--- src/tinker_isa_pkg.sv ---
// Instruction-set definitions (opcodes, ALU codes, field widths, decoded form) shared by the core
package tinker_isa_pkg;

    localparam int XLEN          = 64;                // Data path width
    localparam int ILEN          = 32;                // Instruction word width
    localparam int REG_ADDR_BITS = 5;                 // 32 architectural registers
    localparam int LIT_BITS      = 12;                // Signed literal field

    typedef logic [XLEN-1:0]          word_t;
    typedef logic [REG_ADDR_BITS-1:0] reg_addr_t;

    localparam reg_addr_t SP_REG = 5'd31;             // Stack pointer

    // Logic and shifts
    localparam logic [4:0] OP_AND    = 5'h00;
    localparam logic [4:0] OP_OR     = 5'h01;
    localparam logic [4:0] OP_XOR    = 5'h02;
    localparam logic [4:0] OP_NOT    = 5'h03;
    localparam logic [4:0] OP_SHFTR  = 5'h04;
    localparam logic [4:0] OP_SHFTRI = 5'h05;
    localparam logic [4:0] OP_SHFTL  = 5'h06;
    localparam logic [4:0] OP_SHFTLI = 5'h07;
    // Control flow, contiguous from BR to BRGT
    localparam logic [4:0] OP_BR     = 5'h08;
    localparam logic [4:0] OP_BRR_RD = 5'h09;
    localparam logic [4:0] OP_BRR_L  = 5'h0a;
    localparam logic [4:0] OP_BRNZ   = 5'h0b;
    localparam logic [4:0] OP_CALL   = 5'h0c;
    localparam logic [4:0] OP_RET    = 5'h0d;
    localparam logic [4:0] OP_BRGT   = 5'h0e;
    // Data movement
    localparam logic [4:0] OP_LOAD   = 5'h10;         // rd <- mem[rs + L]
    localparam logic [4:0] OP_MOV_RR = 5'h11;         // rd <- rs
    localparam logic [4:0] OP_MOV_RL = 5'h12;         // rd <- L
    localparam logic [4:0] OP_STORE  = 5'h13;         // mem[rd + L] <- rs
    // Integer arithmetic
    localparam logic [4:0] OP_ADD    = 5'h18;
    localparam logic [4:0] OP_ADDI   = 5'h19;
    localparam logic [4:0] OP_SUB    = 5'h1a;
    localparam logic [4:0] OP_SUBI   = 5'h1b;
    localparam logic [4:0] OP_MUL    = 5'h1c;
    localparam logic [4:0] OP_DIV    = 5'h1d;

    typedef enum logic [3:0] {
        ALU_ADD = 4'd0,
        ALU_SUB = 4'd1,
        ALU_MUL = 4'd2,
        ALU_DIV = 4'd3,
        ALU_SHR = 4'd4,                               // Arithmetic
        ALU_SHL = 4'd5,
        ALU_AND = 4'd6,
        ALU_OR  = 4'd7,
        ALU_XOR = 4'd8,
        ALU_NOT = 4'd9
    } alu_op_t;

    typedef struct packed {
        logic [4:0]          opcode;
        reg_addr_t           rd;
        reg_addr_t           rs;
        reg_addr_t           rt;
        logic [LIT_BITS-1:0] literal;                 // Raw, extended in the core
        alu_op_t             alu_op;
        logic                is_immediate;            // Operand B from literal
        logic                reg_write;
        logic                use_mem_data;            // Write back load data
    } decoded_t;

endpackage

--- src/tinker_mem_pkg.sv ---
// Machine-level definitions (memory size, reset values, memory request and retire records)
package tinker_mem_pkg;

    localparam int MEM_ADDR_BITS = 14;                               // 16 KB byte array

    localparam tinker_isa_pkg::word_t RESET_PC   = 64'h2000;         // First fetch
    localparam tinker_isa_pkg::word_t STACK_INIT = 64'h3000;         // R31 after reset

    // Data port request, one per cycle
    typedef struct packed {
        tinker_isa_pkg::word_t addr;
        tinker_isa_pkg::word_t wdata;
        logic                  we;
    } mem_req_t;

    // What the next clock edge commits
    typedef struct packed {
        tinker_isa_pkg::word_t     pc;
        logic                      wb_en;
        tinker_isa_pkg::reg_addr_t wb_addr;
        tinker_isa_pkg::word_t     wb_data;
        logic                      st_en;                            // Store or call push
        tinker_isa_pkg::word_t     st_addr;
        tinker_isa_pkg::word_t     st_data;
    } retire_t;

endpackage

--- src/tinker_mem_access.sv ---
// Data memory request builder for load, store, call push and return pop
module tinker_mem_access (
    input  logic [4:0]               opcode,
    input  tinker_isa_pkg::word_t    rs_data,
    input  tinker_isa_pkg::word_t    rd_data,
    input  tinker_isa_pkg::word_t    sp_data,
    input  tinker_isa_pkg::word_t    literal_ext,
    input  tinker_isa_pkg::word_t    pc,
    output tinker_mem_pkg::mem_req_t req
);

    tinker_isa_pkg::word_t stack_slot;

    assign stack_slot = sp_data - 64'd8;                      // Return address slot

    always_comb begin
        req = '0;                                             // Idle, read at address 0
        case (opcode)
            tinker_isa_pkg::OP_LOAD: begin
                req.addr = rs_data + literal_ext;
            end
            tinker_isa_pkg::OP_STORE: begin
                req.addr  = rd_data + literal_ext;            // rd is the base here
                req.wdata = rs_data;
                req.we    = 1'b1;
            end
            tinker_isa_pkg::OP_CALL: begin
                req.addr  = stack_slot;
                req.wdata = pc + 64'd4;                       // Link value
                req.we    = 1'b1;
            end
            tinker_isa_pkg::OP_RET: begin
                req.addr = stack_slot;
            end
            default: begin
            end
        endcase
    end

endmodule

--- config.mk ---
export PLATFORM = sky130hd
export DESIGN_NAME = tinker_mem_access
export DESIGN_NICKNAME = d
export VERILOG_FILES = /design/src/tinker_isa_pkg.sv /design/src/tinker_mem_pkg.sv /design/src/tinker_mem_access.sv
export SDC_FILE = /design/constraint.sdc
export NUM_CORES = 1
export LEC_CHECK = 0
export ABC_AREA = 1
export BUFFER_PORTS_ARGS = -buffer_cell sky130_fd_sc_hd__buf_2
export CORE_AREA = 2 2 177 179
export DETAILED_ROUTE_END_ITERATION = 10
export DIE_AREA = 0 0 179 181
export PLACE_DENSITY = 0.66
export SETUP_SLACK_MARGIN = 0.05
export SLEW_MARGIN = 10
export SYNTH_ARGS = -nofsm -noshare
export SYNTH_HDL_FRONTEND = slang
export SYNTH_SLANG_ARGS = --single-unit
--- constraint.sdc ---
create_clock -name vclk -period 4.2
set_input_delay 0.63 -clock vclk [all_inputs]
set_output_delay 0.63 -clock vclk [all_outputs]
set_load 0.02 [all_outputs]
## Yosys cells after proc, flatten, opt, wreduce, memory -nomap -nowiden

Cells that the tools add are included.

| storage, ports and cells | value |
|---|---|
| bits in registers | 0 |
| input port bits | 325 |
| output and inout bits | 129 |
| word-level logic and storage cells | 11 |

| cells by class | value |
|---|---|
| add/sub/neg operators | 4 |
| equality and inequality tests | 4 |
| mux-type cells | 2 |
| reduce and logical (&&, ||, !) cells | 1 |

Operators with widths:

| operator | count |
|---|---|
| $pmux 64 s3 | 1 |
| $pmux 65 s2 | 1 |
| $add 64x64->64 | 2 |
| $add 64x3->64 const B | 1 |
| $sub 64x4->64 const B | 1 |
| $eq 5x4->1 const B | 2 |
| $eq 5x5->1 const B | 2 |
| $reduce_or 2->1 | 1 |

## Logic depth before layout (Yosys ltp)

| depth | value |
|---|---|
| depth after elaboration | 3 |
| depth in mapped cells | 23 |
| mapped depth without buffers | 21 |

## Worst setup path before layout

No wires, ideal clock.

| timing | value |
|---|---|
| path kind | input -> output |
| start point | input opcode[3] |
| end point | output req[97] (netlist bit) |
| arrival time | 3,223 ps |
| required time | 3,570 ps |
| setup slack | 347 ps |
| stages | 16 |
| path buffers | 1 |
| path through | nor2_1 nand4_1 inv_2 clkbuf_1 o21ai_0 ha_1 fa_1 nand3_1 nand3_1 nand2_1 nand2_1 nand2_1 nand2_1 a21oi_1 nor2_1 o21ai_0 |

RTL lines:

| what | RTL line | source |
|---|---|---|
| start, declared | tinker_mem_access.sv:3 | `input logic [4:0] opcode,` |
| end, declared | tinker_mem_access.sv:9 | `output tinker_mem_pkg::mem_req_t req` |

==> impl_results.md <==
- Die width: 179 um
- WL/cell: 19.5 um
- Unrepaired setup endpoints after global routing: yes
- Mapped Area: 12,000 um2
- Worst Path Arrival: 3.51 ns
- Max-slew headroom: 0.451
- Setup TNS: 0 ns
- F_max: 241 MHz
- Slowest CP cell: ha_2
- Synth Area in Adders: 0.0860
- Hold Vio Cnt, Final: 0
- VDD IR max: 39.8 uV
- Design Area, Final: 16,900 um2
- Worst setup EP type: output pin
- Max-slew violations: 0
- Crit-path max FO: 11
- Die area: 32,400 um2
- PnR Total Power: 1.86 mW
- Share of layout cells above drive strength 1: 0.283
- All-Layer GR Usage: 0.402
- Largest net degree at the start of global routing: 43
- Worst hold path stage count: 3
- Hold_sp: sp_data[3]
- CP Cell Sequence: buf_2 > nor2_2 > nand4_1 > inv_4 > buf_12 > o21ai_0 > buf_4 > ha_2 > nand2_2 > buf_4 > nor2_2 > nand2_1 > inv_1 > buf_4 > nand2_1 > nor2_1 > nand2_2 > nand4_1 > nand3_1 > nand2_1 > buf_2
- Initial antenna violation count: 18
- CP Class: primary input to output pin
- Simple-gate area share of the yosys netlist: 0.588
- Synth Area in Compound Gates: 0.126
- Hpwl dp: 60,600 um
- Mux share of post-synthesis cell area: 0
- Layout filler cell count: 3,316
- Via count: 19,300
- First-pass GRT wire length: 99,500 um
- Post-DP Area: 15,800 um2
- PnR worst setup slack: 0.0568 ns
- Leakage: 9.91 nW
- Setup WS pre-CTS: -0.314 ns
- Seq_cells: 0
- Port Buffers: 454
- WP data required: 3.57 ns
- Status: finished, final reports clean
- Drt via density: 5.39
- Row cnt: 64
- Post-Route WL: 69,600 um
- Number of DRC markers in iteration 0: 1,995
- Final Cycle Share: 0.986
- Worst hold margin: 1.58 ns
- Drt first pass iters: 6
- Seq/Total Area, Yosys: 0
- Yosys top cell area share: 0.297
- List of most frequent post-synthesis cells: nand2_1 (950), inv_1 (502), nor2_1 (296)
- Vias in the first global route: 17,800
- Number of max-cap violations: 0
- Global placer's final weighted congestion: 1.08
- Cell Pwr Density: 110 nW/um2
- Starting density of the core: 0.396
- Largest family of logic cells by synthesized area: simple AND/OR/NAND/NOR gates
- Final nets: 3,578
- Most frequent cell after synthesis: nand2_1
- Dpl cells: 3,543
- Post-layout min period: 4.14 ns
- Finished Layout Cells: 3,575
- Worst slew pin tran: 0.823 ns
- CORE AREA: 30,300 um2
- Yosys cell types: 46
- CP Launch Point: opcode[3]
- CP top delay family: simple AND/OR/NAND/NOR gates
- Final setup fails: 0
- CP max stage delay: 0.39 ns
- Area of the multi-input gates: 10,700 um2
- Grt ovf: 0
- Finished Core Util: 0.556
- ANT nets after route: 0
- Io pins: 454
- Syn Area/Cell: 4.65 um2
- Startpoint types: primary input
- Die Ht: 181 um
- XOR/XNOR share of the synthesized area: 0.0262
- YS warnings: 0
- Syn Inst Count: 2,584
- WP buf/inv: 8
- P&R area growth vs syn: 40.6%
- Top post-synthesis cells by area: nand2_1 (30%), inv_1 (16%), nor2_1 (9.2%)
- Largest area contributor in the netlist: nand2_1
- FF+latch area: 0 um2
- Clock buffers: 0
- WHS Endpoint: req[68]
- Worst hold path class: primary input to output pin
- Syn Nets: 2,991
- DR DRC count: 0
## final cells by class
cell class         count  area share
multi-input cells   2033       0.636
repair buffers       623       0.219
diodes                10     0.00148
well taps            396      0.0293
inverters            513       0.114
## power by group
part           internal (mW)  switching (mW)    total, mW  leakage, nW
logic                  0.708            1.15         1.86         9.91
registers                  0               0            0            0
clock network    0.000000319               0  0.000000319    0.0000634
total                  0.708            1.15         1.86         9.91
## logic make-up after synthesis
family	after synthesis
AOI/OAI and AO/OA	275
adders and majority gates	82
and+or+nand+nor	1640
xor gates and xnor gates	36
buffers and inverters	551
## layout by cell type (no fill, tap or decap), types with 33 or more instances in the layout
cell type and n:
a21oi_1 58, o21ai_1 33, o21ai_0 92, buf_2 437
inv_1 500, nor2_2 47, nand4_1 54, nor3_1 41
nor2_1 250, buf_4 174, nand2_1 896, ha_1 57
nand3_1 177, nand2_2 56
## per-layer routing
layer,share of wire,track usage,vias up
met3,0.093,0.0402,207
li1,-,-,9245
met2,0.45,0.676,1159
met5,0.0013,0,-
met4,0.053,0.162,14
met1,0.40,0.520,8648
## worst max path at each step
stage / end / cells after the start / slack [ns]
after floorplan: req[97] / 16 / 0.35
after global placement: req[124] / 20 / -0.34
after detailed placement: req[124] / 20 / -0.31
after CTS: req[124] / 20 / 0.05
after global routing: req[121] / 22 / -0.06
final: req[117] / 21 / 0.06
## what timing repair did
item | CTS | global route
setup endpoints to repair | 24 | 51
hold buffers | 0 | 0
gates cloned | 0 | 2
gates resized for setup | 15 | 247
pin swaps | 2 | 36
setup buffers | 3 | 17
Power figures use the tool's default switching activity.
