File: src/tinker_isa_pkg.sv
// Instruction-set definitions (opcodes, ALU codes, field widths, decoded form) shared by the core
package tinker_isa_pkg;

    localparam int XLEN          = 64;                // Data path width
    localparam int ILEN          = 32;                // Instruction word width
    localparam int REG_ADDR_BITS = 5;                 // 32 architectural registers
    localparam int LIT_BITS      = 12;                // Signed literal field

    typedef logic [XLEN-1:0]          word_t;
    typedef logic [REG_ADDR_BITS-1:0] reg_addr_t;

    localparam reg_addr_t SP_REG = 5'd31;             // Stack pointer

    // Logic and shifts
    localparam logic [4:0] OP_AND    = 5'h00;
    localparam logic [4:0] OP_OR     = 5'h01;
    localparam logic [4:0] OP_XOR    = 5'h02;
    localparam logic [4:0] OP_NOT    = 5'h03;
    localparam logic [4:0] OP_SHFTR  = 5'h04;
    localparam logic [4:0] OP_SHFTRI = 5'h05;
    localparam logic [4:0] OP_SHFTL  = 5'h06;
    localparam logic [4:0] OP_SHFTLI = 5'h07;
    // Control flow, contiguous from BR to BRGT
    localparam logic [4:0] OP_BR     = 5'h08;
    localparam logic [4:0] OP_BRR_RD = 5'h09;
    localparam logic [4:0] OP_BRR_L  = 5'h0a;
    localparam logic [4:0] OP_BRNZ   = 5'h0b;
    localparam logic [4:0] OP_CALL   = 5'h0c;
    localparam logic [4:0] OP_RET    = 5'h0d;
    localparam logic [4:0] OP_BRGT   = 5'h0e;
    // Data movement
    localparam logic [4:0] OP_LOAD   = 5'h10;         // rd <- mem[rs + L]
    localparam logic [4:0] OP_MOV_RR = 5'h11;         // rd <- rs
    localparam logic [4:0] OP_MOV_RL = 5'h12;         // rd <- L
    localparam logic [4:0] OP_STORE  = 5'h13;         // mem[rd + L] <- rs
    // Integer arithmetic
    localparam logic [4:0] OP_ADD    = 5'h18;
    localparam logic [4:0] OP_ADDI   = 5'h19;
    localparam logic [4:0] OP_SUB    = 5'h1a;
    localparam logic [4:0] OP_SUBI   = 5'h1b;
    localparam logic [4:0] OP_MUL    = 5'h1c;
    localparam logic [4:0] OP_DIV    = 5'h1d;

    typedef enum logic [3:0] {
        ALU_ADD = 4'd0,
        ALU_SUB = 4'd1,
        ALU_MUL = 4'd2,
        ALU_DIV = 4'd3,
        ALU_SHR = 4'd4,                               // Arithmetic
        ALU_SHL = 4'd5,
        ALU_AND = 4'd6,
        ALU_OR  = 4'd7,
        ALU_XOR = 4'd8,
        ALU_NOT = 4'd9
    } alu_op_t;

    typedef struct packed {
        logic [4:0]          opcode;
        reg_addr_t           rd;
        reg_addr_t           rs;
        reg_addr_t           rt;
        logic [LIT_BITS-1:0] literal;                 // Raw, extended in the core
        alu_op_t             alu_op;
        logic                is_immediate;            // Operand B from literal
        logic                reg_write;
        logic                use_mem_data;            // Write back load data
    } decoded_t;

endpackage

File: src/tinker_next_pc.sv
// Next-PC selection for branches, call and return; everything else falls through by 4
module tinker_next_pc (
    input  logic [4:0]            opcode,
    input  tinker_isa_pkg::word_t pc,
    input  tinker_isa_pkg::word_t rd_data,
    input  tinker_isa_pkg::word_t rs_data,
    input  tinker_isa_pkg::word_t rt_data,
    input  tinker_isa_pkg::word_t literal_ext,
    input  tinker_isa_pkg::word_t mem_rdata,   // Return address for ret
    output tinker_isa_pkg::word_t next_pc
);

    tinker_isa_pkg::word_t pc_plus4;

    assign pc_plus4 = pc + 64'd4;

    always_comb begin
        case (opcode)
            tinker_isa_pkg::OP_BR,
            tinker_isa_pkg::OP_CALL:   next_pc = rd_data;              // Absolute target
            tinker_isa_pkg::OP_BRR_RD: next_pc = pc + rd_data;
            tinker_isa_pkg::OP_BRR_L:  next_pc = pc + literal_ext;
            tinker_isa_pkg::OP_BRNZ:   next_pc = (rs_data != '0) ? rd_data : pc_plus4;
            tinker_isa_pkg::OP_BRGT: begin
                // Signed compare
                next_pc = ($signed(rs_data) > $signed(rt_data)) ? rd_data : pc_plus4;
            end
            tinker_isa_pkg::OP_RET:    next_pc = mem_rdata;            // Popped from stack
            default:                   next_pc = pc_plus4;
        endcase
    end

endmodule

File: config.mk
export PLATFORM = sky130hd
export DESIGN_NAME = tinker_next_pc
export DESIGN_NICKNAME = d
export VERILOG_FILES = /design/src/tinker_isa_pkg.sv /design/src/tinker_next_pc.sv
export SDC_FILE = /design/constraint.sdc
export NUM_CORES = 1
export LEC_CHECK = 0
export ABC_AREA = 1
export ABC_CLOCK_PERIOD_IN_PS = 2900
export BUFFER_PORTS_ARGS = -buffer_cell sky130_fd_sc_hd__buf_2
export CORE_MARGIN = 10
export CORE_UTILIZATION = 35
export DETAILED_ROUTE_END_ITERATION = 8
export PLACE_DENSITY = 0.63
export SETUP_SLACK_MARGIN = 0.05
export SLEW_MARGIN = 0
export SYNTH_ARGS = -nofsm -noshare
export SYNTH_HDL_FRONTEND = slang
export SYNTH_SLANG_ARGS = --single-unit
File: constraint.sdc
create_clock -name vclk -period 2.9
set_input_delay 0.145 -clock vclk [all_inputs]
set_output_delay 0.145 -clock vclk [all_outputs]
set_load 0.05 [all_outputs]
### After elaboration in Yosys (flattened, before gate mapping)

Cells that the tools add are included.

| operators by class | value |
|---|---|
| $mul | 0 |
| bitwise logic cells | 0 |
| order comparisons | 1 |
| equality and inequality tests | 7 |
| shift operators | 0 |
| multiplexer cells | 3 |
| divide/modulo/power cells | 0 |
| reduce and logical (&&, ||, !) cells | 2 |
| add/sub/neg operators | 3 |

Operator list:

| kind | count |
|---|---|
| one-hot mux 64 bit (6 select lines) | 1 |
| adder 64 bit | 2 |
| 2-to-1 mux 64 bit | 2 |
| adder 64 x 3 -> 64 bit (second input constant) | 1 |
| > comparator 64 bit | 1 |
| nonzero test 64 bit | 1 |
| == test 5 x 4 -> 1 bit (second input constant) | 7 |
| OR reduction 2 bit | 1 |

| word-level totals | value |
|---|---|
| latch bits | 0 |
| memories | 0 |
| output and inout port bits | 64 |
| bits in registers | 0 |
| word-level logic and storage cells | 16 |
| bits in read-only memories | 0 |
| memory bits (writable) | 0 |

### Longest topological paths before layout

| depth | value |
|---|---|
| depth in word-level cells | 3 |
| gate-level depth with buffers | 26 |
| gate-level depth less buffers | 23 |

### Worst setup path before layout

No wires, ideal clock.

| path | value |
|---|---|
| kind | input-to-output |
| from | in opcode[0] |
| to | out next_pc[32] |
| data arrival time | 3.419 ns |
| data required time | 2.755 ns |
| setup slack | -0.664 ns |
| path buffers | 2 |
| stages | 19 |
| cell sequence | nor2_1 -> nand2_1 -> nor2_1 -> buf_2 -> clkbuf_1 -> o21ai_0 -> ha_1 -> fa_1 -> nand3_1 -> nand2_1 -> a21oi_1 -> inv_1 -> nand2_1 -> nand3_1 -> nand2_1 -> nand3_1 -> nand2_1 -> a21oi_1 -> a21oi_1 |

| between the ends | value |
|---|---|
| cells in the longest elaborated chain, start to end | 3 |
| elaborated cells on any way between the ends | 9 |
| classes of those cells | 7 x eq/ne; 1 x mux; 1 x reduce/logical |

RTL lines:

| what | line | text |
|---|---|---|
| from (decl) | tinker_next_pc.sv:3 | `input logic [4:0] opcode,` |
| == test 5 x 4 -> 1 bit | tinker_next_pc.sv:18 | `case (opcode)` |
| OR reduction 2 bit | tinker_next_pc.sv:18 |  |
| one-hot mux 64 bit (6 select lines) * | tinker_next_pc.sv:18 |  |
| to (decl) | tinker_next_pc.sv:10 | `output tinker_isa_pkg::word_t next_pc` |

Mark *: on every way between the ends. The rest lies on a longest branch, timed or not.

### Worst setup path after layout

| path | value |
|---|---|
| from | in opcode[0] |
| to | out next_pc[58] |

Same word-level chain as after synthesis.

==> results.yml <==
drt:
  wire_per_inst_um: 22.3
  via_count: 22800
  antenna_left: 0
  post-route-drc-count: 0
  via_per_inst: 5.57
  first_pass_iters: 7
  postRouteWirelength_mm: 91.7
  drt_iter0_drc: 3046
yosys:
  synth_fp_nets: 3347
  yosysSeqAreaShare: 0
  ys_types: 53
  syn_area_um2: 14200
  synth.area.top_cells: "nand2_1, ha_1, inv_1"
  yosys_warnings: 0
  synth_top_area_share: 0.194
  yosysTopAreaCell: "nand2_1"
  netlist_instances: 2819
  syn_avg_cell_area_um2: 5.04
layout:
  mostFrequentLayoutCells: "nand2_1, inv_1, buf_2, buf_4, nor2_1"
  fill_cells: 4307
  fin_cells: 4104
  seq_area_um2: 0
  num-clock-buffers: 0
  numSequentialCells: 0
  fin_util: 0.540
  syn2layout_area_growth_pct: 51.5
  drive_gt1_frac: 0.337
  layout_commonest_cell: "nand2_1"
  final_nets: 4095
global_routing:
  track_usage: 0.343
  grt_pass1_wl_mm: 131
  grt_overflow: 0
  grt_max_degree: 65
  grt_pass1_vias: 21000
  antenna_found_initial: 16
worst_setup_path:
  cp.arrival_ns: 3.33
  cp_max_fo: 11
  endpoint_kind: "output pin"
  crit_path_start_kind: "primary input"
  worst-endpoint-required_ns: 2.76
  crit_type: "in2out"
floorplan:
  die_w_um: 222
  rows: 73
  dieArea_um2: 49100
  die_h_um: 222
  core_area_um2: 39900
  start_util: 0.356
  ios: 453
sta:
  setup_viol: 59
  period_share: 1.20
  fin_crit_ns: 3.48
  setup_tns_ns: -24.06
  fmax_mhz: 288
  holdWs_ns: 0.769
  slew_headroom: 0.424
  finalHoldViolations: 0
  setup_ws_ns: -0.576
  slew_viol_final: 0
  worst_pin_slew_ns: 0.863
  rsz0062_at_grt: "true"
run_status:
  violations: "negative setup slack"
  outcome: "complete, but fails checks"
run:
  cap_violations: 0
placement:
  io_buffers: 453
  place_inst: 4054
  gp_congestion: 1.09
  hpwlAfterDp_mm: 78.4
pwr:
  p_total_mw: 4.49
  power.density_nw_per_um2: 209
  ir_drop_mv: 0.105
  cellLeakagePower_nw: 10.7
clocking:
  hold_buffers: 0
hold_path:
  min_from: "pc[1]"
  min_path_type: "in2out"
  worstHoldEndpoint: "next_pc[1]"
  hold_depth: 4
-- worst max path at each step --
stage	from	to	slack, ns
after floorplan	opcode[0]	next_pc[46]	0.04
after global placement	opcode[0]	next_pc[45]	-0.81
after detailed placement	opcode[0]	next_pc[45]	-0.75
after CTS	opcode[0]	next_pc[34]	-0.51
after global routing	opcode[0]	next_pc[44]	-0.69
final	opcode[0]	next_pc[58]	-0.58
-- final cells by class --
type | instances | area (µm²) | area share
antenna | 14 | 35.0 | 0.00163
inverter | 429 | 1610 | 0.0748
multi-input combinational | 2293 | 13400 | 0.620
tap | 525 | 657 | 0.0305
timing repair buffer | 843 | 5870 | 0.273
-- Yosys cell counts, drive strengths merged (3+ instances only) --
cell / n
nand4: 119
a21oi: 262
a31oi: 5
a21o: 9
buf: 66
nor3b: 3
xor2: 41
clkinv: 4
clkbuf: 31
xnor2: 12
o211ai: 13
a221oi: 20
o2111ai: 3
and2: 4
nor4: 5
inv: 425
o21a: 6
or2: 25
o21bai: 10
nor2: 372
nor3: 46
nand3b: 22
a211oi: 3
ha: 138
a21boi: 3
nand2: 739
o21ai: 205
nand3: 221
-- cells by family (layout without fill, tap and decap cells) --
| group | Yosys count | count (layout) | share of synthesized area |
|---|---|---|---|
| buffers and inverters | 526 | 1272 | 0.151 |
| AOI/OAI and AO/OA | 543 | 543 | 0.217 |
| other | 0 | 14 | 0 |
| adders and majority gates | 139 | 139 | 0.123 |
| xor gates and xnor gates | 53 | 53 | 0.0327 |
| and+or+nand+nor | 1558 | 1558 | 0.477 |
-- report_power, final --
part	internal (mW)	leakage, nW	switching, mW	total [mW]
Clock	0.000000652	0.0000879	0	0.000000652
Combinational	1.75	10.7	2.74	4.49
Sequential	0	0	0	0
-- per-layer routing --
layer	track usage	part of all wire
met1	0.461	0.40
met2	0.523	0.43
met3	0.0940	0.13
met4	0.0962	0.034
met5	0	0.00059
-- metrics by stage --
step                setup WS (ns)  instance area, µm²
detailed placement         -0.748               19900
CTS                        -0.511               20600
global placement           -0.813               19900
finish                     -0.576               21500
floorplan                  0.0408               14600
global route               -0.694               21500
-- critical path, cell delays in order --
cell	delay [ns]
buf_2	0.12
nor2_4	0.11
nand2_2	0.08
nor2_4	0.13
buf_12	0.18
buf_12	0.13
buf_6	0.13
buf_4	0.13
o21ai_0	0.10
ha_1	0.44
nand2_2	0.11
nor2_1	0.10
inv_1	0.07
nor2_1	0.16
nand2_1	0.14
nor3_1	0.15
nand2_1	0.17
a21oi_1	0.20
o21ai_1	0.09
inv_1	0.14
nand3_2	0.08
buf_4	0.20
-- timing repair --
item	in CTS	in global routing
buffers inserted	12	23
endpoints found under the setup margin	60	64
pin swaps	24	34
gates cloned	0	1
gates resized for setup	198	224
Note: power is estimated with default switching activity, not from simulation.
