--- src/tinker_isa_pkg.sv ---
// Instruction-set definitions (opcodes, ALU codes, field widths, decoded form) shared by the core
package tinker_isa_pkg;

    localparam int XLEN          = 64;                // Data path width
    localparam int ILEN          = 32;                // Instruction word width
    localparam int REG_ADDR_BITS = 5;                 // 32 architectural registers
    localparam int LIT_BITS      = 12;                // Signed literal field

    typedef logic [XLEN-1:0]          word_t;
    typedef logic [REG_ADDR_BITS-1:0] reg_addr_t;

    localparam reg_addr_t SP_REG = 5'd31;             // Stack pointer

    // Logic and shifts
    localparam logic [4:0] OP_AND    = 5'h00;
    localparam logic [4:0] OP_OR     = 5'h01;
    localparam logic [4:0] OP_XOR    = 5'h02;
    localparam logic [4:0] OP_NOT    = 5'h03;
    localparam logic [4:0] OP_SHFTR  = 5'h04;
    localparam logic [4:0] OP_SHFTRI = 5'h05;
    localparam logic [4:0] OP_SHFTL  = 5'h06;
    localparam logic [4:0] OP_SHFTLI = 5'h07;
    // Control flow, contiguous from BR to BRGT
    localparam logic [4:0] OP_BR     = 5'h08;
    localparam logic [4:0] OP_BRR_RD = 5'h09;
    localparam logic [4:0] OP_BRR_L  = 5'h0a;
    localparam logic [4:0] OP_BRNZ   = 5'h0b;
    localparam logic [4:0] OP_CALL   = 5'h0c;
    localparam logic [4:0] OP_RET    = 5'h0d;
    localparam logic [4:0] OP_BRGT   = 5'h0e;
    // Data movement
    localparam logic [4:0] OP_LOAD   = 5'h10;         // rd <- mem[rs + L]
    localparam logic [4:0] OP_MOV_RR = 5'h11;         // rd <- rs
    localparam logic [4:0] OP_MOV_RL = 5'h12;         // rd <- L
    localparam logic [4:0] OP_STORE  = 5'h13;         // mem[rd + L] <- rs
    // Integer arithmetic
    localparam logic [4:0] OP_ADD    = 5'h18;
    localparam logic [4:0] OP_ADDI   = 5'h19;
    localparam logic [4:0] OP_SUB    = 5'h1a;
    localparam logic [4:0] OP_SUBI   = 5'h1b;
    localparam logic [4:0] OP_MUL    = 5'h1c;
    localparam logic [4:0] OP_DIV    = 5'h1d;

    typedef enum logic [3:0] {
        ALU_ADD = 4'd0,
        ALU_SUB = 4'd1,
        ALU_MUL = 4'd2,
        ALU_DIV = 4'd3,
        ALU_SHR = 4'd4,                               // Arithmetic
        ALU_SHL = 4'd5,
        ALU_AND = 4'd6,
        ALU_OR  = 4'd7,
        ALU_XOR = 4'd8,
        ALU_NOT = 4'd9
    } alu_op_t;

    typedef struct packed {
        logic [4:0]          opcode;
        reg_addr_t           rd;
        reg_addr_t           rs;
        reg_addr_t           rt;
        logic [LIT_BITS-1:0] literal;                 // Raw, extended in the core
        alu_op_t             alu_op;
        logic                is_immediate;            // Operand B from literal
        logic                reg_write;
        logic                use_mem_data;            // Write back load data
    } decoded_t;

endpackage

--- src/tinker_decoder.sv ---
// Instruction decoder: splits the word into fields and derives ALU and write-back controls
module tinker_decoder (
    input  logic [tinker_isa_pkg::ILEN-1:0] instruction,
    output tinker_isa_pkg::decoded_t        dec
);

    always_comb begin
        dec              = '0;
        dec.opcode       = instruction[31:27];
        dec.rd           = instruction[26:22];
        dec.rs           = instruction[21:17];
        dec.rt           = instruction[16:12];
        dec.literal      = instruction[11:0];
        dec.alu_op       = tinker_isa_pkg::ALU_ADD;   // Moves and load ride on add
        dec.reg_write    = 1'b1;

        case (dec.opcode)
            tinker_isa_pkg::OP_AND:    dec.alu_op = tinker_isa_pkg::ALU_AND;
            tinker_isa_pkg::OP_OR:     dec.alu_op = tinker_isa_pkg::ALU_OR;
            tinker_isa_pkg::OP_XOR:    dec.alu_op = tinker_isa_pkg::ALU_XOR;
            tinker_isa_pkg::OP_NOT:    dec.alu_op = tinker_isa_pkg::ALU_NOT;
            tinker_isa_pkg::OP_SHFTR,
            tinker_isa_pkg::OP_SHFTRI: dec.alu_op = tinker_isa_pkg::ALU_SHR;
            tinker_isa_pkg::OP_SHFTL,
            tinker_isa_pkg::OP_SHFTLI: dec.alu_op = tinker_isa_pkg::ALU_SHL;
            tinker_isa_pkg::OP_ADD,
            tinker_isa_pkg::OP_ADDI:   dec.alu_op = tinker_isa_pkg::ALU_ADD;
            tinker_isa_pkg::OP_SUB,
            tinker_isa_pkg::OP_SUBI:   dec.alu_op = tinker_isa_pkg::ALU_SUB;
            tinker_isa_pkg::OP_MUL:    dec.alu_op = tinker_isa_pkg::ALU_MUL;
            tinker_isa_pkg::OP_DIV:    dec.alu_op = tinker_isa_pkg::ALU_DIV;
            tinker_isa_pkg::OP_MOV_RR: dec.rt = '0;   // rs + R0
            tinker_isa_pkg::OP_MOV_RL: dec.rs = '0;   // R0 + literal
            tinker_isa_pkg::OP_LOAD:   dec.use_mem_data = 1'b1;
            // Store, control flow, float and reserved codes write no register
            default:                   dec.reg_write = 1'b0;
        endcase

        dec.is_immediate = dec.opcode inside {
            tinker_isa_pkg::OP_ADDI, tinker_isa_pkg::OP_SUBI,
            tinker_isa_pkg::OP_SHFTRI, tinker_isa_pkg::OP_SHFTLI,
            tinker_isa_pkg::OP_MOV_RL
        };
    end

endmodule

--- config.mk ---
export PLATFORM = sky130hd
export DESIGN_NAME = tinker_decoder
export DESIGN_NICKNAME = d
export VERILOG_FILES = /design/src/tinker_isa_pkg.sv /design/src/tinker_decoder.sv
export SDC_FILE = /design/constraint.sdc
export NUM_CORES = 1
export LEC_CHECK = 0
export ABC_CLOCK_PERIOD_IN_PS = 1150
export BUFFER_PORTS_ARGS = -buffer_cell sky130_fd_sc_hd__buf_4
export CAP_MARGIN = 20
export CORE_UTILIZATION = 26
export DETAILED_ROUTE_END_ITERATION = 8
export PLACE_DENSITY = 0.8
export RECOVER_POWER = 25
export REMOVE_ABC_BUFFERS = 1
export SYNTH_ARGS = -nofsm -noshare
export SYNTH_HDL_FRONTEND = slang
export SYNTH_SLANG_ARGS = --single-unit
--- constraint.sdc ---
create_clock -name vclk -period 1.15
set_input_delay 0.1725 -clock vclk [all_inputs]
set_output_delay 0.1725 -clock vclk [all_outputs]
set_load 0.01 [all_outputs]
# == Word-level counts from Yosys, hierarchy flattened ==
# Cells that the tools add are included.
# classes
n_eq_ne,16
n_mux,5
reduce_logical,6
# op_table
operator,count
$eq A5 B5 Y1 const B,9
$pmux W4 S9,1
$eq A5 B3 Y1 const B,4
$reduce_or A17 Y1,1
$eq A5 B2 Y1 const B,2
$mux W5,2
$reduce_or A2 Y1,3
$eq A5 B1 Y1 const B,1
$logic_not A5 Y1,1
$reduce_bool A5 Y1,1
$mux W1,2
# totals
ff_bits,0
output_inout_bits,39
wordCells,27

# == Longest topological paths before layout ==
# logic_depth
word_depth,3
mapped_depth,4

# == Least setup slack after synthesis ==
# OpenSTA, ideal clock, no wires.
# synth_path
kind,input to output
from,input port instruction[31] in the netlist's numbering
to,output port dec[24] in the netlist's numbering
t_arrival_ns,1.086
required_time_ns,0.978
setup_slack_ns,-0.108
cell_stages,4
path_cell_list,buf_4 > nand2b_4 > or4b_4 > and2_1
# synth_lines
item,line,text
start: declaration,tinker_decoder.sv:3,"input logic [tinker_isa_pkg::ILEN-1:0] instruction,"
end: declaration,tinker_decoder.sv:4,output tinker_isa_pkg::decoded_t dec

==> key figures <==
Outcome
  – Status: finished, violations left
  – Failing checks: setup timing

Job
  – Max cap viols: 0

Drt
  – DRC viols: 0
  – Post-route ant nets: 0
  – Routed Wire Length: about 1.6 mm
  – Via density: about 5
  – Via count: between 500 and 600
  – DRT Pass-1 Iters: 4
  – DRT iter0 DRCs: 1
  – DR WL/cell: around 16 um

Final layout
  – Seq_cells: 0
  – Area Overhead vs Synth: 90.5%
  – Register Area: 0 um2
  – Design area: roughly 800 um2
  – Layout cells sized above 1: between 80% and 90%
  – Count of clock buffers in the final design: 0
  – Layout net count: 120
  – Ant. Diodes: 0
  – Final cell count without fillers: just over 100

Pwr
  – Reg power frac: 0%
  – Sw Ratio: 36.5%
  – Leakage: ~0.4 nW
  – Net switching power: about 110 uW
  – Clock Power Share: 0%
  – Power share of the combinational group: 100.0%
  – Internal power: 198 uW
  – Pwr Total: 312 uW
  – Maximum VDD drop: around 120 uV
  – Pwr per Cell Area: 389 nW/um2

Placed design
  – I/O Buffers: 37
  – GPL Wtd Cong: 0.625
  – DP Area: 593 um2
  – HPWL after DPL: 1.09 mm
  – Inst Count DP: 94

Global routing
  – Initial antenna violation count: 0
  – First-pass GRT wire length: roughly 2.5 mm
  – GRT Overall Usage: 17.7%
  – Number of global-route vias before repair: 525
  – Pin count of the biggest net entering global routing: 11
  – GR Overflow Total: 0

Die
  – Chip Height: 42.2 um
  – Area of the core: ~1500 um2
  – Die X: between 40 and 50 um
  – Die Area: about 1800 um2
  – Initial core utilization: about 28%
  – # rows: 14
  – Ports: slightly above 70

STA
  – Final Hold Vio Count: 0
  – Post-route setup TNS: -2300 ps
  – Final Max Tran Viols: 0
  – Achievable clock frequency: between 0.7 and 0.8 GHz
  – Fin crit share: 119%
  – Relative slew slack: 75.8%
  – RSZ-0062 raised after global routing: yes
  – Post-route setup slack: -223 ps
  – Hold_ws: ~350 ps
  – Worst-margin pin slew: approximately 360 ps
  – Minimum clock period: approximately 1400 ps
  – Endpoints failing setup: 13

Worst setup path
  – Worst EP required: roughly 980 ps
  – Critical path type: in2out
  – Crit-path cells: buf_6 > nand2b_4 > or4b_4 > and2_4 > buf_6
  – Critical Path Max Stage Delay: approximately 520 ps
  – CP endpoint kind: output pin
  – Slowest-stage cell, CP: or4b_4
  – Crit start category: input pin
  – Crit path DAT: 1200 ps
  – Critical Path Most Common Cell: buf_6
  – Worst-path fanout max: 5

Worst hold path
  – WHS Endpoint: dec[17]
  – HP Start: instruction[10]
  – Hold Path Class: in2out
  – Worst hold path cell count: 0

Synthesis
  – Seq/Total Area, Yosys: 0%
  – Warnings, synthesis: 0
  – Syn Inst Count: 59
  – Mean Syn Cell Area: 7.13 um2
  – Synth Cell Area: approximately 420 um2
  – Yosys cell types: 25

Clock network
  – Cts hold-fix bufs: 0
## power groups by stage
stage               clock network [mW]  registers, mW  logic [mW]
floorplan                            0              0      0.0675
global placement                     0              0       0.215
detailed placement                   0              0       0.220
CTS                                  0              0       0.282
global route                         0              0       0.330
finish                               0              0       0.312
## kinds of logic after synthesis
group                  after synthesis  share of synthesized area (%)
buffers and inverters               27                           44.9
and+or+nand+nor                     24                           41.4
AOI/OAI and AO/OA                    7                           11.3
muxes                                1                           2.38
## per-stage QoR
stage | util, % | worst slack (ps)
final | 53.2 | -223
after global routing | 53.2 | -243
after CTS | 48.9 | -259
after detailed placement | 39.4 | -304
after global placement | 39.4 | -290
after floorplan | - | -44.0
## Yosys cell counts
| cell type | number | share of area (%) |
|---|---|---|
| nor4_1 | 1 | 1.5 |
| nand3_1 | 2 | 2.4 |
| or3_1 | 1 | 1.5 |
| o32ai_1 | 1 | 2.1 |
| or4b_4 | 2 | 6.5 |
| a31o_2 | 1 | 2.1 |
| nor3b_1 | 1 | 1.8 |
| a21oi_1 | 2 | 2.4 |
| o211ai_1 | 1 | 1.8 |
| o31ai_1 | 1 | 1.8 |
| o21ai_0 | 1 | 1.2 |
| buf_1 | 1 | 0.89 |
| and2_4 | 1 | 2.1 |
| and3b_2 | 1 | 2.4 |
| buf_2 | 1 | 1.2 |
| nor3_1 | 1 | 1.2 |
| and2_1 | 10 | 15 |
| clkbuf_1 | 1 | 0.89 |
| nor2_1 | 1 | 0.89 |
| buf_4 | 23 | 41 |
| nand2_1 | 1 | 0.89 |
| and2b_2 | 1 | 2.1 |
| mux2i_1 | 1 | 2.4 |
| nand2b_4 | 1 | 3.3 |
| inv_1 | 1 | 0.89 |
## cell usage in the layout (no fill, tap or decap), types with 2 or more instances in the layout
master	Yosys	routed
a21oi_2	0	2
buf_6	0	20
nand3_1	2	2
and2_4	1	10
buf_4	23	32
or4b_4	2	2
## critical path, delay by kind of cell
kind / cells / cell delay (ps)
and+or+nand+nor: 3 / 820
buffers and inverters: 2 / 200
## layer usage
metal | up-vias | routed length, um | track usage (%) | share of wire (%)
met5 | - | 0 | 13.3 | 0
met4 | 0 | 21 | 1.88 | 1.3
met3 | 2 | 179 | 10.3 | 11
met2 | 38 | 833 | 29.5 | 51
met1 | 238 | 610 | 19.0 | 37
li1 | 231 | - | - | -
## repair_timing
item | 4_1_cts | 5_1_grt
buffers inserted | 6 | 3
resized for setup | 28 | 12
pin swaps | 15 | 6
setup endpoints to repair | 14 | 16
## final cells by class
type               count  area [um2]
fillers              140         706
repair buffers        53         480
multi-input cells     32         297
well taps             16        20.0
inverters              1        3.75
## worst max-delay path by stage
stage                                from      end  slack, ps  cells after the start
after detailed placement  instruction[29]  dec[24]       -300                      5
after global placement    instruction[29]  dec[27]       -290                      5
after global routing      instruction[29]  dec[20]       -240                      5
final                     instruction[29]  dec[28]       -220                      5
after floorplan           instruction[29]  dec[24]        -40                      3
after CTS                 instruction[29]  dec[20]       -260                      5
Power figures use the tool's default switching activity.
