`config.mk`:
```
export PLATFORM = sky130hd
export DESIGN_NAME = tinker_regfile
export DESIGN_NICKNAME = d
export VERILOG_FILES = /design/src/tinker_isa_pkg.sv /design/src/tinker_mem_pkg.sv /design/src/tinker_regfile.sv
export SDC_FILE = /design/constraint.sdc
export NUM_CORES = 2
export LEC_CHECK = 0
export CAP_MARGIN = 20
export CORE_UTILIZATION = 30
export CTS_BUF_LIST = sky130_fd_sc_hd__clkbuf_2
export CTS_CLUSTER_DIAMETER = 30
export DETAILED_ROUTE_END_ITERATION = 10
export DONT_BUFFER_PORTS = 1
export PLACE_DENSITY = 0.44
export SLEW_MARGIN = 25
export SYNTH_ARGS = -nofsm -noshare
export SYNTH_HDL_FRONTEND = slang
export SYNTH_SLANG_ARGS = --single-unit
```
`constraint.sdc`:
```
create_clock -name clk -period 78.3 [get_ports clk]
set_input_delay 7.83 -clock clk [delete_from_list [all_inputs] [get_ports clk]]
set_output_delay 7.83 -clock clk [all_outputs]
set_load 0.02 [all_outputs]
```
`src/tinker_isa_pkg.sv`:
```
// Instruction-set definitions (opcodes, ALU codes, field widths, decoded form) shared by the core
package tinker_isa_pkg;

    localparam int XLEN          = 64;                // Data path width
    localparam int ILEN          = 32;                // Instruction word width
    localparam int REG_ADDR_BITS = 5;                 // 32 architectural registers
    localparam int LIT_BITS      = 12;                // Signed literal field

    typedef logic [XLEN-1:0]          word_t;
    typedef logic [REG_ADDR_BITS-1:0] reg_addr_t;

    localparam reg_addr_t SP_REG = 5'd31;             // Stack pointer

    // Logic and shifts
    localparam logic [4:0] OP_AND    = 5'h00;
    localparam logic [4:0] OP_OR     = 5'h01;
    localparam logic [4:0] OP_XOR    = 5'h02;
    localparam logic [4:0] OP_NOT    = 5'h03;
    localparam logic [4:0] OP_SHFTR  = 5'h04;
    localparam logic [4:0] OP_SHFTRI = 5'h05;
    localparam logic [4:0] OP_SHFTL  = 5'h06;
    localparam logic [4:0] OP_SHFTLI = 5'h07;
    // Control flow, contiguous from BR to BRGT
    localparam logic [4:0] OP_BR     = 5'h08;
    localparam logic [4:0] OP_BRR_RD = 5'h09;
    localparam logic [4:0] OP_BRR_L  = 5'h0a;
    localparam logic [4:0] OP_BRNZ   = 5'h0b;
    localparam logic [4:0] OP_CALL   = 5'h0c;
    localparam logic [4:0] OP_RET    = 5'h0d;
    localparam logic [4:0] OP_BRGT   = 5'h0e;
    // Data movement
    localparam logic [4:0] OP_LOAD   = 5'h10;         // rd <- mem[rs + L]
    localparam logic [4:0] OP_MOV_RR = 5'h11;         // rd <- rs
    localparam logic [4:0] OP_MOV_RL = 5'h12;         // rd <- L
    localparam logic [4:0] OP_STORE  = 5'h13;         // mem[rd + L] <- rs
    // Integer arithmetic
    localparam logic [4:0] OP_ADD    = 5'h18;
    localparam logic [4:0] OP_ADDI   = 5'h19;
    localparam logic [4:0] OP_SUB    = 5'h1a;
    localparam logic [4:0] OP_SUBI   = 5'h1b;
    localparam logic [4:0] OP_MUL    = 5'h1c;
    localparam logic [4:0] OP_DIV    = 5'h1d;

    typedef enum logic [3:0] {
        ALU_ADD = 4'd0,
        ALU_SUB = 4'd1,
        ALU_MUL = 4'd2,
        ALU_DIV = 4'd3,
        ALU_SHR = 4'd4,                               // Arithmetic
        ALU_SHL = 4'd5,
        ALU_AND = 4'd6,
        ALU_OR  = 4'd7,
        ALU_XOR = 4'd8,
        ALU_NOT = 4'd9
    } alu_op_t;

    typedef struct packed {
        logic [4:0]          opcode;
        reg_addr_t           rd;
        reg_addr_t           rs;
        reg_addr_t           rt;
        logic [LIT_BITS-1:0] literal;                 // Raw, extended in the core
        alu_op_t             alu_op;
        logic                is_immediate;            // Operand B from literal
        logic                reg_write;
        logic                use_mem_data;            // Write back load data
    } decoded_t;

endpackage

```
`src/tinker_mem_pkg.sv`:
```
// Machine-level definitions (memory size, reset values, memory request and retire records)
package tinker_mem_pkg;

    localparam int MEM_ADDR_BITS = 14;                               // 16 KB byte array

    localparam tinker_isa_pkg::word_t RESET_PC   = 64'h2000;         // First fetch
    localparam tinker_isa_pkg::word_t STACK_INIT = 64'h3000;         // R31 after reset

    // Data port request, one per cycle
    typedef struct packed {
        tinker_isa_pkg::word_t addr;
        tinker_isa_pkg::word_t wdata;
        logic                  we;
    } mem_req_t;

    // What the next clock edge commits
    typedef struct packed {
        tinker_isa_pkg::word_t     pc;
        logic                      wb_en;
        tinker_isa_pkg::reg_addr_t wb_addr;
        tinker_isa_pkg::word_t     wb_data;
        logic                      st_en;                            // Store or call push
        tinker_isa_pkg::word_t     st_addr;
        tinker_isa_pkg::word_t     st_data;
    } retire_t;

endpackage

```
`src/tinker_regfile.sv`:
```
// Register file: 32 x 64 with four combinational reads, one write port and a fixed zero R0
module tinker_regfile (
    input  logic                      clk,
    input  logic                      reset,
    input  tinker_isa_pkg::reg_addr_t rs_addr,
    input  tinker_isa_pkg::reg_addr_t rt_addr,
    input  tinker_isa_pkg::reg_addr_t rd_addr,   // Read and write address
    input  logic                      we,
    input  tinker_isa_pkg::word_t     wdata,
    output tinker_isa_pkg::word_t     rs_data,
    output tinker_isa_pkg::word_t     rt_data,
    output tinker_isa_pkg::word_t     rd_data,
    output tinker_isa_pkg::word_t     sp_data    // Always R31
);

    tinker_isa_pkg::word_t regs [2**tinker_isa_pkg::REG_ADDR_BITS];

    always_ff @(posedge clk or posedge reset) begin
        if (reset) begin
            for (int i = 0; i < 2**tinker_isa_pkg::REG_ADDR_BITS; i++) begin
                regs[i] <= '0;
            end
            regs[tinker_isa_pkg::SP_REG] <= tinker_mem_pkg::STACK_INIT;  // Stack top
        end else if (we && rd_addr != '0) begin
            regs[rd_addr] <= wdata;                  // R0 stays zero
        end
    end

    assign rs_data = regs[rs_addr];
    assign rt_data = regs[rt_addr];
    assign rd_data = regs[rd_addr];
    assign sp_data = regs[tinker_isa_pkg::SP_REG];

    // R0 holds across every commit, whatever the decoder asks for
    a_r0_stable: assert property (@(posedge clk) disable iff (reset) $stable(regs[0]));

endmodule
```
### Word-level counts from Yosys, hierarchy flattened

Index checks and enable logic that the tools add are counted.

| cells by class | value |
|---|---|
| $lt $le $gt $ge | 4 |
| mux-type cells | 12 |
| bitwise logic cells | 3 |
| reductions and logical operators | 3 |

Operator list:

| operator | number |
|---|---|
| $bwmux W2048 | 1 |
| $bmux W64 S5 | 3 |
| $mux W64 | 7 |
| $demux W64 S5 | 1 |
| $ge A6 B6 Y1 const B | 3 |
| $not A5 Y6 | 3 |
| $lt A6 B1 Y1 const B | 1 |
| $reduce_bool A5 Y1 | 1 |
| $logic_and A1 B1 Y1 | 2 |

| word-level totals | value |
|---|---|
| register bits | 2048 |
| output and inout port bits | 256 |
| word-level logic and storage cells | 54 |

### Longest topological paths before layout

| depth | value |
|---|---|
| word-level depth | 6 |
| gate-level depth with buffers | 9 |
| mapped depth without buffers | 4 |

### Worst setup path after synthesis

OpenSTA, ideal clock, no wires.

| path | value |
|---|---|
| path type | input-to-output |
| start | input port rs_addr[0] |
| end | output port rs_data[16] |
| arrival | 9.533 ns |
| path slack | 60.937 ns |
| stages | 8 |
| buffers on the path | 4 |
| cells stage by stage | buf_4 -> buf_6 -> buf_6 -> buf_4 -> mux2i_1 -> a211oi_1 -> nor4_1 -> nor4_1 |

| on the way | value |
|---|---|
| cells in the longest elaborated chain, start to end | 4 |

RTL lines:

| element | line | source |
|---|---|---|
| start, declared | tinker_regfile.sv:5 | `input tinker_isa_pkg::reg_addr_t rs_addr,` |
| $not A5 Y6 (not written as such) | tinker_regfile.sv:29 | `assign rs_data = regs[rs_addr];` |
| $bmux W64 S5 | tinker_regfile.sv:29 |  |
| $mux W64 (not written as such) (2 in a row) | tinker_regfile.sv:29 |  |
| end, declared | tinker_regfile.sv:10 | `output tinker_isa_pkg::word_t rs_data,` |

No other way between the ends. The select of a mux whose other input is x is not followed.

### Worst setup path in the final report

| path | value |
|---|---|
| start | input port rs_addr[0] |
| end | output port rs_data[4] |

Same word-level chain as after synthesis.

==> impl_summary.txt <==
----------------------------------------------------
[Route]
  Total number of vias ... roughly 91000
  Routed vias/inst ... slightly above 6
  Total detailed-routing wirelength ... between 500 and 600 mm
  Antenna violation net count after detailed routing ... 0
  DRC viols ... 0
  Number of DRC markers after the initial detailed-route iteration ... roughly 10000
  First drt pass iteration count ... 7
  WL/cell ... ~40 um

[Die]
  Number of cell rows ... around 240
  Top-Level Pins ... between 300 and 400
  Die Span Y ... about 640 um
  Initial standard-cell utilization of the core ... approximately 30%
  Core Region ... slightly above 0.4 mm^2
  Die width ... 643.8 um
  Die area ... 0.4144 mm^2

[Setup path]
  Nature of the critical path startpoint ... input port
  Cell seen most often among critical-path stages ... buf_4
  Cell family with most CP delay ... simple AND/OR/NAND/NOR gates
  Number of cells on the worst reg-to-reg path ... 1
  Top fanout value on the critical path ... between 200 and 300
  WP depth ... 6
  Data arrival time of the critical path ... about 12 ns
  Number of buffer and inverter instances along the worst setup path ... 2
  Cell-by-cell trace of the critical path ... nor2b_4 > buf_4 > buf_4 > a22oi_1 > a31oi_1 > nand3_1
  Largest stage delay on the critical path ... ~1.2 ns
  Setup CP Type ... input port to output pin
  Critical path capture point type ... output pin
  CP required ... just over 70 ns
  Cell with the largest stage delay on the worst path ... nor2b_4

[CTS]
  Number of clock buffers inserted by TritonCTS ... 668
  Setup fix buffers added after clock tree synthesis ... 0
  CTS resizes ... 0
  CTS clock-pin slew for the worst setup and hold paths ... 0.10 ns
  Num Clock Sinks ... between 2000 and 2500
  Number of hold buffers added after cts ... 0
  Maximum root-to-sink buffer count ... 4
  H-tree depth ... 6
  Clock root buffer ... clkbuf_2
  Source-to-sink clock delay at the later pin of the worst-skew pair ... ~2.2 ns
  Clock tree from TritonCTS ... done

[Pwr]
  Power spent charging and discharging nets ... ~1.2 mW
  Relative contribution of sequential cells to total power ... a little under half
  Cell internal pwr ... 2.065 mW
  Logic gate share of total power ... 24.4%
  Worst voltage drop across the vdd grid ... approximately 0.014 mV
  Total power of the final layout ... between 3 and 4 mW
  Power Dens Cells ... about 24 mW/mm^2
  Proportion of power drawn by the clock network ... about 30%
  Standby leakage power ... 57.07 nW
  Switch share ... ~36%

[Logic synthesis]
  Mean area per synthesized cell ... approximately 14 um^2
  Fraction of registers with async set or reset after synthesis ... 100.0%
  Most area-hungry cell type in the Yosys netlist ... dfrtp_1
  Primary flip-flop cell chosen by synthesis mapping ... dfrtp_1
  Number of flops mapped to enable cells by yosys ... 0
  Cell types with the highest counts after synthesis ... 2046 x dfrtp_1, 1861 x mux2_2, 1068 x mux4_2
  Sequential area share after synthesis ... 41.48%
  Mapped cell area ... between 0.1 and 0.15 mm^2
  Most instantiated library cell after synthesis ... dfrtp_1
  Warnings, synthesis ... 0
  Count of mapped cells out of synthesis ... 8831
  Net count after synthesis ... about 8900
  Area share of the largest cell type after synthesis ... between 40% and 50%
  Synth top area cells ... dfrtp_1 41%, mux4_2 19%, mux2_2 17%, mux2i_1 7.6%, a22oi_1 4.9%
  Unique cell type count in the Yosys netlist ... 48
  Register bit total from synthesis ... around 2000

[Layout]
  Synthesis-to-layout area growth ... 8.801%
  Fraction of layout cells with a size suffix above 1 ... 46.57%
  Fin nets ... between 8000 and 9000

[Placement]
  Final HPWL DP ... around 320 mm
  RePlAce Congestion ... ~0.83
  Place WS ... between 50 and 60 ns
  Count of input and output buffers ... 0

[Run]
  # Max-Cap Violations ... 0

[STA]
  Post-route setup slack ... about 58 ns
  Achievable clock frequency ... about 50 MHz
  Unrepaired setup endpoints after global routing ... no
  Fin Clk Skew ... 0 ns
  Transition at the pin with the smallest max-transition slack ... ~1.3 ns
  Final worst path period need ... about 20 ns
  Finish-stage setup viols ... 0
  Total count of hold-check failures in the final report ... 0
  Setup TNS Final ... 0 ns
  Max-Slew Margin vs Limit ... 13.03%
  Number of pins with negative max-slew slack in the final report ... 0
  Final Cycle Share ... roughly a quarter

[GRT]
  Antenna violations before repair ... 31
  First-pass GRT wire length ... about 800 mm
  Via count of the first global-routing pass ... slightly above 90000
  All-layer global routing usage ... around 27%
  Global route total overflow ... 0
  Maximum number of pins on one net before global-route repair ... ~580

[Hold path]
  Worst hold path type ... flop to flop
  Hold Path Cell Cnt ... 0

[Outcome]
  Run status ... finished, final reports clean

----------------------------------------------------
==> metal layers <==
layer  global-route usage (%)  up-vias  wire [um]
li1                         -    34910          -
met1                    34.56    49530     229800
met2                    42.41     5031     264800
met3                    7.714     1303      51420
met4                    14.25       16      33320
met5                        0        -         99
==> path summary, 6_finish.rpt <==
| kind | from | to | slack, ns |
|---|---|---|---|
| min in group asynchronous | reset | regs[1206]$_DFFE_PP0P_ | 5.58 |
| min reg2reg | regs[2022]$_DFFE_PP0P_ | regs[2022]$_DFFE_PP0P_ | 0.43 |
| min | regs[2022]$_DFFE_PP0P_ | regs[2022]$_DFFE_PP0P_ | 0.43 |
| max in group asynchronous | reset | regs[391]$_DFFE_PP0P_ | 67.83 |
| max | rs_addr[0] | rs_data[4] | 58.24 |
| max reg2reg | sp_data[39]$_DFFE_PP0P_ | sp_data[39]$_DFFE_PP0P_ | 77.08 |
==> cells in the final DEF (no fill, tap or decap), drive strengths merged, types with 45 or more instances in the layout <==
cell and instances:
a21oi 101, buf 209, a22o 63, nand2 119
nor2 45, mux2i 939, mux2 1984, dfrtp 2046
a22oi 800, a31oi 63, nand4 129, nand3 225
mux4 1068, clkinv 278, clkbuf 863
==> registers in the layout, summed over array words and instances, names as in the netlist <==
signal and count:
regs 1984, sp_data 64
==> cell families (layout without fill, tap and decap cells) <==
kind of cell	after synthesis	after routing	share of synthesized area, %
buffers and inverters	1098	1408	4.283
flip-flops	2048	2048	41.48
AND/OR/NAND/NOR	614	614	2.734
other	0	28	0
AO/OA/AOI/OAI	1080	1080	6.349
multiplexers	3991	3991	45.15
==> area by class of cell <==
type,instances,area [um^2]
fill,40720,275400
multi-input combinational,5685,67380
sequential,2048,51250
tap,5451,6820
clock buffer,863,4319
timing repair buffer,209,2469
clock inverter,332,2098
antenna,28,70.07
inverter,4,22.52
==> metrics by stage <==
step	hold WS [ns]	cells	util, %	cell area (um^2)
3_3_place_gp	0.3974	13360	30.98	127000
2_1_floorplan	0.4580	8831	-	123600
3_5_place_dp	0.4078	13380	31.12	127600
5_1_grt	0.4436	14600	32.79	134400
4_1_cts	0.4303	14580	32.69	134000
6_report	0.4294	14620	32.80	134400
==> power groups by stage <==
| stage | clock, mW | sequential [mW] | combinational [mW] |
|---|---|---|---|
| 6_report | 0.942 | 1.49 | 0.786 |
| 5_1_grt | 1.03 | 1.52 | 0.829 |
| 4_1_cts | 0.974 | 1.48 | 0.769 |
| 3_5_place_dp | 0 | 1.50 | 0.765 |
| 3_3_place_gp | 0 | 1.49 | 0.740 |
| 2_1_floorplan | 0 | 1.41 | 0.630 |
Note: power is estimated with default switching activity, not from simulation.
